$ cat config.mk
export PLATFORM = sky130hd
export DESIGN_NAME = poly_top
export DESIGN_NICKNAME = d
export VERILOG_FILES = /design/src/rtl/poly_pkg.sv /design/src/rtl/fx_arith_unit.sv /design/src/rtl/horner_sequencer.sv /design/src/rtl/result_fifo.sv /design/src/rtl/wb_poly_slave.sv /design/src/rtl/poly_top.sv
export SDC_FILE = /design/constraint.sdc
export NUM_CORES = 1
export LEC_CHECK = 0
export BUFFER_PORTS_ARGS = -buffer_cell sky130_fd_sc_hd__buf_2
export CAP_MARGIN = 20
export CORE_MARGIN = 2
export CORE_UTILIZATION = 63
export DETAILED_ROUTE_END_ITERATION = 7
export GPL_TIMING_DRIVEN = 0
export HOLD_SLACK_MARGIN = 0.05
export PLACE_DENSITY = 0.81
export SLEW_MARGIN = 40
export SYNTH_ARGS = -nofsm -noshare
export SYNTH_HDL_FRONTEND = slang
export SYNTH_HIERARCHICAL = 1
export SYNTH_SLANG_ARGS = --single-unit
$ cat constraint.sdc
create_clock -name clk -period 7.7 [get_ports clk]
set_input_delay 0.77 -clock clk [delete_from_list [all_inputs] [get_ports clk]]
set_output_delay 0.77 -clock clk [all_outputs]
set_load 0.005 [all_outputs]
$ cat src/rtl/poly_pkg.sv
//==========================================================================
// Polynomial engine shared definitions
//==========================================================================

package poly_pkg;

    // Q8.8 signed fixed point
    localparam int DATA_W = 16;
    localparam int FRAC_W = 8;
    localparam logic signed [DATA_W-1:0] FX_MAX = 16'sh7FFF;
    localparam logic signed [DATA_W-1:0] FX_MIN = 16'sh8000;

    // Shift-add multiplier retires two multiplier bits per step
    localparam int MUL_STEPS = DATA_W / 2;

    //======================================================================
    // Polynomial select and coefficients
    //======================================================================
    typedef enum logic [0:0] {
        POLY_EXP2M1 = 1'b0,
        POLY_LOG2   = 1'b1
    } poly_sel_e;

    localparam int IDX_W      = 3;
    localparam int NUM_POLYS  = 2;
    localparam int NUM_COEFFS = 8;
    localparam logic [IDX_W-1:0] MAX_DEGREE_EXP2M1 = 3'd6;
    localparam logic [IDX_W-1:0] MAX_DEGREE_LOG2   = 3'd7;

    // Row per polynomial, entry k is the coefficient of x**k
    // exp2m1 top entry unused and left at zero
    localparam logic [DATA_W-1:0] COEFF_TABLE [NUM_POLYS][NUM_COEFFS] = '{
        '{16'h0000, 16'h00B1, 16'h003D, 16'h000E,
          16'h0003, 16'h0001, 16'h0001, 16'h0000},
        '{16'h0000, 16'h0171, 16'hFF47, 16'h007B,
          16'hFFA4, 16'h004A, 16'hFFC2, 16'h0035}
    };

    //======================================================================
    // Sequencer states and arithmetic opcodes
    //======================================================================
    typedef enum logic [2:0] {
        S_IDLE       = 3'd0,
        S_LOAD_COEFF = 3'd1,
        S_MULTIPLY   = 3'd2,
        S_WAIT_MUL   = 3'd3,
        S_ADD        = 3'd4,
        S_WAIT_ADD   = 3'd5,
        S_PUSH       = 3'd6
    } seq_state_e;

    typedef enum logic [0:0] {
        OP_ADD = 1'b0,
        OP_MUL = 1'b1
    } arith_op_e;

    // Result FIFO, word is {poly, error, value}
    localparam int FIFO_DEPTH = 4;
    localparam int FIFO_PTR_W = 2;
    localparam int COUNT_W    = 3;
    localparam int RESULT_W   = 18;

    // Wishbone register map, word addresses
    localparam int WB_ADR_W = 2;
    localparam int WB_DAT_W = 32;
    localparam logic [WB_ADR_W-1:0] ADDR_CMD    = 2'd0;
    localparam logic [WB_ADR_W-1:0] ADDR_STATUS = 2'd1;
    localparam logic [WB_ADR_W-1:0] ADDR_RESULT = 2'd2;

endpackage

$ cat src/rtl/fx_arith_unit.sv
//==========================================================================
// Shared Q8.8 arithmetic unit
//==========================================================================
`timescale 1ns/1ps

module fx_arith_unit import poly_pkg::*; (
    input  logic              clk,
    input  logic              reset,
    input  logic              req,
    input  arith_op_e         op,
    input  logic [DATA_W-1:0] a,
    input  logic [DATA_W-1:0] b,
    output logic [DATA_W-1:0] result,
    output logic              done,
    output logic              sat
);

    logic                       mul_busy;
    logic [2:0]                 step;
    logic                       neg;
    logic [DATA_W-1:0]          mag_a;
    logic [DATA_W-1:0]          mag_b;
    logic [2*DATA_W-1:0]        mcand;
    logic [DATA_W-1:0]          mplr;
    logic [2*DATA_W-1:0]        prod;
    logic [2*DATA_W-1:0]        prod_next;
    logic signed [2*DATA_W-1:0] prod_signed;
    logic signed [2*DATA_W-1:0] mul_scaled;
    logic signed [2*DATA_W-1:0] sum;

    // Clamp to the 16 bit range, top bit flags saturation
    function automatic logic [DATA_W:0] saturate(input logic signed [2*DATA_W-1:0] v);
        if (v > FX_MAX) begin
            return {1'b1, FX_MAX};
        end
        if (v < FX_MIN) begin
            return {1'b1, FX_MIN};
        end
        return {1'b0, v[DATA_W-1:0]};
    endfunction

    // Operand magnitudes, 0x8000 maps to 32768 unsigned
    assign mag_a = a[DATA_W-1] ? (~a + 1'b1) : a;
    assign mag_b = b[DATA_W-1] ? (~b + 1'b1) : b;

    always_comb begin
        // Radix-4 step on the two low multiplier bits
        prod_next = prod;
        if (mplr[0]) begin
            prod_next = prod_next + mcand;
        end
        if (mplr[1]) begin
            prod_next = prod_next + (mcand << 1);
        end
        // Sign fix, then drop the fraction bits
        prod_signed = neg ? -$signed(prod_next) : $signed(prod_next);
        mul_scaled  = prod_signed >>> FRAC_W;
        sum         = $signed(a) + $signed(b);
    end

    //======================================================================
    // Control
    //======================================================================
    always_ff @(posedge clk) begin
        if (reset) begin
            mul_busy <= 1'b0;
            step     <= '0;
            done     <= 1'b0;
        end else begin
            done <= 1'b0;
            if (mul_busy) begin
                step <= step + 1'b1;
                // Last step also writes the result
                if (step == 3'(MUL_STEPS - 1)) begin
                    mul_busy <= 1'b0;
                    done     <= 1'b1;
                end
            end else if (req) begin
                step <= '0;
                if (op == OP_ADD) begin
                    done <= 1'b1;
                end else begin
                    mul_busy <= 1'b1;
                end
            end
        end
    end

    // Datapath, requests while multiplying are dropped
    always_ff @(posedge clk) begin
        if (mul_busy) begin
            prod  <= prod_next;
            mcand <= mcand << 2;
            mplr  <= mplr >> 2;
            if (step == 3'(MUL_STEPS - 1)) begin
                {sat, result} <= saturate(mul_scaled);
            end
        end else if (req) begin
            if (op == OP_ADD) begin
                {sat, result} <= saturate(sum);
            end else begin
                neg   <= a[DATA_W-1] ^ b[DATA_W-1];
                mcand <= {{DATA_W{1'b0}}, mag_a};
                mplr  <= mag_b;
                prod  <= '0;
            end
        end
    end

endmodule

$ cat src/rtl/horner_sequencer.sv
//==========================================================================
// Horner evaluation sequencer
//==========================================================================
`timescale 1ns/1ps

module horner_sequencer import poly_pkg::*; (
    input  logic                clk,
    input  logic                reset,
    input  logic                cmd_valid,
    input  logic [DATA_W-1:0]   cmd_x,
    input  poly_sel_e           cmd_poly,
    output logic                cmd_ready,
    output logic                arith_req,
    output arith_op_e           arith_op,
    output logic [DATA_W-1:0]   arith_a,
    output logic [DATA_W-1:0]   arith_b,
    input  logic [DATA_W-1:0]   arith_result,
    input  logic                arith_done,
    input  logic                arith_sat,
    output logic                push,
    output logic [RESULT_W-1:0] push_data,
    input  logic                full,
    output logic                busy
);

    seq_state_e        state;
    poly_sel_e         poly_r;
    logic [DATA_W-1:0] x_r;
    logic [DATA_W-1:0] acc;
    logic              err;
    logic [IDX_W-1:0]  coeff_idx;
    logic [IDX_W-1:0]  max_degree;

    // Degree follows the latched polynomial
    assign max_degree = (poly_r == POLY_LOG2) ? MAX_DEGREE_LOG2 : MAX_DEGREE_EXP2M1;

    //======================================================================
    // FSM and coefficient index
    //======================================================================
    always_ff @(posedge clk) begin
        if (reset) begin
            state     <= S_IDLE;
            coeff_idx <= '0;
        end else begin
            case (state)
                S_IDLE: begin
                    if (cmd_valid) begin
                        state <= S_LOAD_COEFF;
                    end
                end
                S_LOAD_COEFF: begin
                    coeff_idx <= max_degree;
                    state     <= S_MULTIPLY;
                end
                S_MULTIPLY: begin
                    // Step down to the coefficient added next
                    coeff_idx <= coeff_idx - 1'b1;
                    state     <= S_WAIT_MUL;
                end
                S_WAIT_MUL: begin
                    if (arith_done) begin
                        state <= S_ADD;
                    end
                end
                S_ADD: begin
                    state <= S_WAIT_ADD;
                end
                S_WAIT_ADD: begin
                    if (arith_done) begin
                        state <= (coeff_idx == '0) ? S_PUSH : S_MULTIPLY;
                    end
                end
                S_PUSH: begin
                    // Hold the result until the FIFO has room
                    if (!full) begin
                        state <= S_IDLE;
                    end
                end
                default: begin
                    state <= S_IDLE;
                end
            endcase
        end
    end

    // Operand and accumulator registers
    always_ff @(posedge clk) begin
        case (state)
            S_IDLE: begin
                if (cmd_valid) begin
                    x_r    <= cmd_x;
                    poly_r <= cmd_poly;
                end
            end
            S_LOAD_COEFF: begin
                acc <= COEFF_TABLE[poly_r][max_degree];
                err <= 1'b0;
            end
            S_WAIT_MUL, S_WAIT_ADD: begin
                if (arith_done) begin
                    acc <= arith_result;
                    err <= err | arith_sat;
                end
            end
            default: begin
            end
        endcase
    end

    //======================================================================
    // Outputs
    //======================================================================
    assign cmd_ready = (state == S_IDLE);
    assign busy      = (state != S_IDLE);

    // acc * x in S_MULTIPLY, acc + coeff in S_ADD
    assign arith_req = (state == S_MULTIPLY) || (state == S_ADD);
    assign arith_op  = (state == S_ADD) ? OP_ADD : OP_MUL;
    assign arith_a   = acc;
    assign arith_b   = (state == S_ADD) ? COEFF_TABLE[poly_r][coeff_idx] : x_r;

    assign push      = (state == S_PUSH);
    assign push_data = {poly_r, err, acc};

endmodule

$ cat src/rtl/result_fifo.sv
//==========================================================================
// Result FIFO
//==========================================================================
`timescale 1ns/1ps

module result_fifo import poly_pkg::*; (
    input  logic                clk,
    input  logic                reset,
    input  logic                push,
    input  logic [RESULT_W-1:0] push_data,
    input  logic                pop,
    output logic [RESULT_W-1:0] rd_data,
    output logic                full,
    output logic                empty,
    output logic [COUNT_W-1:0]  count
);

    logic [RESULT_W-1:0]   mem [FIFO_DEPTH];
    logic [FIFO_PTR_W-1:0] wr_ptr;
    logic [FIFO_PTR_W-1:0] rd_ptr;
    logic                  do_push;
    logic                  do_pop;

    assign full    = (count == COUNT_W'(FIFO_DEPTH));
    assign empty   = (count == '0);
    // Push on full and pop on empty are dropped
    assign do_push = push && !full;
    assign do_pop  = pop && !empty;
    // Head entry shown without a read cycle
    assign rd_data = mem[rd_ptr];

    // Pointers wrap on their own, depth is a power of two
    always_ff @(posedge clk) begin
        if (reset) begin
            wr_ptr <= '0;
            rd_ptr <= '0;
            count  <= '0;
        end else begin
            if (do_push) begin
                wr_ptr <= wr_ptr + 1'b1;
            end
            if (do_pop) begin
                rd_ptr <= rd_ptr + 1'b1;
            end
            case ({do_push, do_pop})
                2'b10:   count <= count + 1'b1;
                2'b01:   count <= count - 1'b1;
                default: count <= count;
            endcase
        end
    end

    always_ff @(posedge clk) begin
        if (do_push) begin
            mem[wr_ptr] <= push_data;
        end
    end

endmodule

$ cat src/rtl/wb_poly_slave.sv
//==========================================================================
// Wishbone classic register slave
//==========================================================================
`timescale 1ns/1ps

module wb_poly_slave import poly_pkg::*; (
    input  logic                clk,
    input  logic                reset,
    input  logic                cyc,
    input  logic                stb,
    input  logic                we,
    input  logic [WB_ADR_W-1:0] adr,
    input  logic [WB_DAT_W-1:0] dat_w,
    output logic [WB_DAT_W-1:0] dat_r,
    output logic                ack,
    output logic                cmd_valid,
    output logic [DATA_W-1:0]   cmd_x,
    output poly_sel_e           cmd_poly,
    input  logic                cmd_ready,
    input  logic                busy,
    input  logic [RESULT_W-1:0] fifo_data,
    input  logic                fifo_empty,
    input  logic [COUNT_W-1:0]  fifo_count,
    output logic                pop
);

    logic req_new;
    logic is_cmd_wr;

    // New cycle, the ack cycle itself is not a fresh request
    assign req_new   = cyc && stb && !ack;
    assign is_cmd_wr = we && (adr == ADDR_CMD);

    //======================================================================
    // Handshake
    //======================================================================
    always_ff @(posedge clk) begin
        if (reset) begin
            ack       <= 1'b0;
            cmd_valid <= 1'b0;
            pop       <= 1'b0;
        end else begin
            ack       <= 1'b0;
            cmd_valid <= 1'b0;
            pop       <= 1'b0;
            if (req_new) begin
                if (is_cmd_wr) begin
                    // Stall the host until the sequencer is idle
                    if (cmd_ready) begin
                        ack       <= 1'b1;
                        cmd_valid <= 1'b1;
                    end
                end else begin
                    ack <= 1'b1;
                    if (!we && adr == ADDR_RESULT && !fifo_empty) begin
                        pop <= 1'b1;
                    end
                end
            end
        end
    end

    // Command fields and read data
    always_ff @(posedge clk) begin
        if (req_new && is_cmd_wr) begin
            cmd_x    <= dat_w[DATA_W-1:0];
            cmd_poly <= poly_sel_e'(dat_w[DATA_W]);
        end
        if (req_new && !we) begin
            case (adr)
                ADDR_STATUS: dat_r <= WB_DAT_W'({busy, fifo_count});
                ADDR_RESULT: begin
                    // Empty marker in the top bit
                    dat_r <= fifo_empty ? {1'b1, {(WB_DAT_W-1){1'b0}}}
                                        : WB_DAT_W'(fifo_data);
                end
                default:     dat_r <= '0;
            endcase
        end
    end

endmodule

$ cat src/rtl/poly_top.sv
//==========================================================================
// Polynomial engine top level
//==========================================================================
`timescale 1ns/1ps

module poly_top import poly_pkg::*; (
    input  logic                clk,
    input  logic                reset,
    input  logic                cyc,
    input  logic                stb,
    input  logic                we,
    input  logic [WB_ADR_W-1:0] adr,
    input  logic [WB_DAT_W-1:0] dat_w,
    output logic [WB_DAT_W-1:0] dat_r,
    output logic                ack
);

    // Command path
    logic                cmd_valid;
    logic [DATA_W-1:0]   cmd_x;
    poly_sel_e           cmd_poly;
    logic                cmd_ready;
    logic                busy;

    // Arithmetic request and answer
    logic                arith_req;
    arith_op_e           arith_op;
    logic [DATA_W-1:0]   arith_a;
    logic [DATA_W-1:0]   arith_b;
    logic [DATA_W-1:0]   arith_result;
    logic                arith_done;
    logic                arith_sat;

    // Result FIFO
    logic                push;
    logic [RESULT_W-1:0] push_data;
    logic                pop;
    logic [RESULT_W-1:0] fifo_data;
    logic                fifo_full;
    logic                fifo_empty;
    logic [COUNT_W-1:0]  fifo_count;

    wb_poly_slave u_slave (
        .clk        (clk),
        .reset      (reset),
        .cyc        (cyc),
        .stb        (stb),
        .we         (we),
        .adr        (adr),
        .dat_w      (dat_w),
        .dat_r      (dat_r),
        .ack        (ack),
        .cmd_valid  (cmd_valid),
        .cmd_x      (cmd_x),
        .cmd_poly   (cmd_poly),
        .cmd_ready  (cmd_ready),
        .busy       (busy),
        .fifo_data  (fifo_data),
        .fifo_empty (fifo_empty),
        .fifo_count (fifo_count),
        .pop        (pop)
    );

    horner_sequencer u_seq (
        .clk          (clk),
        .reset        (reset),
        .cmd_valid    (cmd_valid),
        .cmd_x        (cmd_x),
        .cmd_poly     (cmd_poly),
        .cmd_ready    (cmd_ready),
        .arith_req    (arith_req),
        .arith_op     (arith_op),
        .arith_a      (arith_a),
        .arith_b      (arith_b),
        .arith_result (arith_result),
        .arith_done   (arith_done),
        .arith_sat    (arith_sat),
        .push         (push),
        .push_data    (push_data),
        .full         (fifo_full),
        .busy         (busy)
    );

    fx_arith_unit u_arith (
        .clk    (clk),
        .reset  (reset),
        .req    (arith_req),
        .op     (arith_op),
        .a      (arith_a),
        .b      (arith_b),
        .result (arith_result),
        .done   (arith_done),
        .sat    (arith_sat)
    );

    result_fifo u_fifo (
        .clk       (clk),
        .reset     (reset),
        .push      (push),
        .push_data (push_data),
        .pop       (pop),
        .rd_data   (fifo_data),
        .full      (fifo_full),
        .empty     (fifo_empty),
        .count     (fifo_count)
    );

endmodule

==> reports/results.ini <==
[detailed_routing]
drc_errors = 0
wire_per_inst_um = 21.0
routed_wl_mm = 45.9
detail_route.vias_per_cell = 6.52
detailedRoute.firstIterationViolations = 1592
detailroute.via_count = 14300
drt_first_pass_iters = 7
drtAntennaViolNets = 0

[synthesis]
synthFlopType = sky130_fd_sc_hd__edfxtp_1
mean_post_synth_cell_area_um2 = 10.2
ys_top_cells_by_area = sky130_fd_sc_hd__edfxtp_1 (41%), sky130_fd_sc_hd__ha_1 (6.9%), sky130_fd_sc_hd__a21oi_1 (3.3%)
synth_edf_count = 236
synthDominantCellAreaShare = 0.406
synth_area_leader_cell = sky130_fd_sc_hd__edfxtp_1
synth-seq-cells = 263
yosys_warnings = 6
synth_seq_area_share = 0.437
synth-async-reset-ratio = 0
postSynthCellCount = 1710
ys_types = 99
synth_area_um2 = 17500

[timing]
hold_slack_ps = 386
max_clock_freq_ghz = 0.137
finalWorstSetupSlack_ps = 424
setup-tns-final_ps = 0
fin_crit_ps = 7280
report.final.hold_viol_count = 0
rsz0062_at_grt = no
clock_skew_ps = 14.6
maxSlewViolCount = 0
report.final.setup_viol = 0
finalCritPeriodShare = 0.945
maxSlewHeadroom = 0.430
worst_pin_slew_ps = 842

[floorplan]
design.core.area_um2 = 27100
initial_utilization = 0.645
die_area_um2 = 29100
number_of_core_rows = 60
die_height_um = 171
io_pins = 72
dieWidth_um = 171

[final_layout]
insertedDiodeCount = 0
final_core_util = 0.710
num-nets-final = 1936
num-fill-cells = 2007
layout-drive-gt1-share = 0.134
layout_area_growth_over_synthesis_pct = 10.1

[hold_path]
worst_hold_path.num_cells = 1
holdPathEnd = u_slave/cmd_x[6]
worstHoldStart = dat_w[6]
hold_path_class = primary input to flip-flop

[critical_path]
cp.arrival_ps = 7690
timing.setup.critical_path_class = flip-flop to flip-flop
worst_path_max_delay_cell = sky130_fd_sc_hd__o31ai_1
timing.critical_path.fanout_max = 10
r2r_end = u_arith/result[5]
crit_buf_inv = 3
worst-endpoint-required_ps = 8120
worst_path_dominant_cell_family = compound AO/OA/AOI/OAI gates
worst_setup_path_end_kind = flip-flop
start_kind = flip-flop
reg_to_reg_startpoint = u_arith/mcand[3]
r2r_slack_ps = 420
rr_worst_depth = 23
critical-path-max-stage-delay_ps = 560
crit_chain = ha_1 > o211ai_1 > o21a_2 > nor3_2 > nor3_1 > o31ai_1 > ha_1 > clkbuf_1 > a21oi_1 > o21ai_0 > or3_1 > o21ai_0 > xor2_1 > mux2i_1 > or3_4 > or4_4 > buf_6 > o41ai_4 > xor2_1 > a41o_2 > buf_2 > nand2_1 > a21oi_2

[clocking]
max_buffers_root_to_sink = 3
cts_tree = built
h-tree-depth = 1
clkTransAtPathRegs_ps = 70
cts_made_buffers = 27
holdBufCountCts = 0
insertion_delay_ps = 560
cts.sinks = 263
cts.root.buffer_cell = sky130_fd_sc_hd__clkbuf_16

[placement]
detailedPlace.worstSlack_ps = -50.5
routabilityCongestion = 0.968
hpwl_mm = 34.0
placement.io_buffers = 43

[run]
max_cap_viol_count = 0

[global_routing]
first_global_vias = 13300
wire_length_of_the_first_global_routing_pass_mm = 71.6
initial_antenna_violation_count = 0
grt_remaining_overflow = 0
grtUsageTotal = 0.316
maximum_number_of_pins_on_one_net_before_global_route_repair = 46

[outcome]
result_of_the_run = finished clean

synth_stat cells, types with 27 or more instances:
library cell	instances
sky130_fd_sc_hd__a21o_1	30
sky130_fd_sc_hd__a21oi_1	116
sky130_fd_sc_hd__and2_1	71
sky130_fd_sc_hd__buf_4	32
sky130_fd_sc_hd__clkbuf_1	46
sky130_fd_sc_hd__dfxtp_1	27
sky130_fd_sc_hd__edfxtp_1	236
sky130_fd_sc_hd__ha_1	96
sky130_fd_sc_hd__inv_1	49
sky130_fd_sc_hd__nand2_1	151
sky130_fd_sc_hd__nand3_1	27
sky130_fd_sc_hd__nor2_1	125
sky130_fd_sc_hd__nor3_1	31
sky130_fd_sc_hd__o21ai_0	112
sky130_fd_sc_hd__xnor2_1	47
sky130_fd_sc_hd__xor2_1	49
per-stage QoR:
stage / cell area [um2] / std cells
final: 19200 / 2190
after global routing: 19200 / 2190
after CTS: 19200 / 2188
after detailed placement: 18200 / 2138
after global placement: 18200 / 2137
after floorplan: 17500 / 1722
timing repair:
action,CTS,global route
endpoints found under the setup margin,10,15
pin swaps,0,1
buffers inserted,0,1
resized for setup,1,10
routing by layer:
layer / part of all wire / wire length, um / vias to the layer above / GRT usage
met5: 0 / 0 / - / 0
met4: 0.026 / 1170 / 0 / 0.0832
met3: 0.082 / 3770 / 99 / 0.0449
met2: 0.46 / 21000 / 738 / 0.508
met1: 0.43 / 19900 / 6885 / 0.452
li1: - / - / 6562 / -
worst max path at each step:
stage | start | endpoint | cells past startpoint
floorplan | u_arith/prod[0] | u_arith/result[14] | 23
global placement | u_arith/mplr[0] | u_arith/result[5] | 22
detailed placement | u_arith/mplr[0] | u_arith/result[5] | 22
CTS | u_arith/mplr[0] | u_arith/result[14] | 22
global route | u_arith/mcand[0] | u_arith/result[4] | 24
finish | u_arith/mcand[3] | u_arith/result[5] | 23
flip-flops by register name, indices dropped and copies added, names as in the netlist, 2 cells and up, named ones only:
name             flops
u_seq/state          3
u_arith/mplr        16
u_arith/result      16
u_slave/dat_r       19
u_slave/cmd_x       16
u_seq/coeff_idx      3
u_seq/x_r           16
u_fifo/rd_ptr        2
u_seq/arith_a       16
u_arith/step         3
u_fifo/mem          72
u_fifo/wr_ptr        2
u_arith/prod        32
u_fifo/count         3
u_arith/mcand       32
layout make-up:
class | instances | area (um2) | share of cell area
Multi-Input combinational cell | 1294 | 9150 | 0.475
Sequential cell | 263 | 7630 | 0.397
Clock buffer | 35 | 726 | 0.0377
Buffer | 113 | 637 | 0.0331
Tap cell | 372 | 465 | 0.0242
Timing Repair Buffer | 46 | 255 | 0.0133
Inverter | 52 | 203 | 0.0105
Clock inverter | 15 | 176 | 0.00917
cells by family after synthesis:
family / synth area share
other cells: 0.000215
flops: 0.437
compound gates: 0.183
simple gates: 0.162
buf+inv: 0.0476
mux: 0.0490
xor+xnor: 0.0481
fa+ha+maj: 0.0734
cells in the final DEF (no fill, tap or decap), drive strengths merged, types with 9 or more instances in the layout:
cell	n
a211oi	16
a21o	30
a21oi	129
a31oi	15
and2	71
and3	15
buf	112
clkbuf	82
conb	13
dfxtp	27
edfxtp	236
ha	96
inv	51
mux2	19
mux2i	18
mux4	19
nand2	151
nand2b	22
nand3	27
nand4	22
nor2	125
nor2b	12
nor3	32
nor4	15
o211ai	14
o21a	24
o21ai	115
o21bai	11
o31ai	23
or3	15
or4	9
xnor2	47
xor2	49
Power is left out: the tool's default activity adds up to more than one toggle a clock period on the data nets, which glitch-free logic cannot reach.
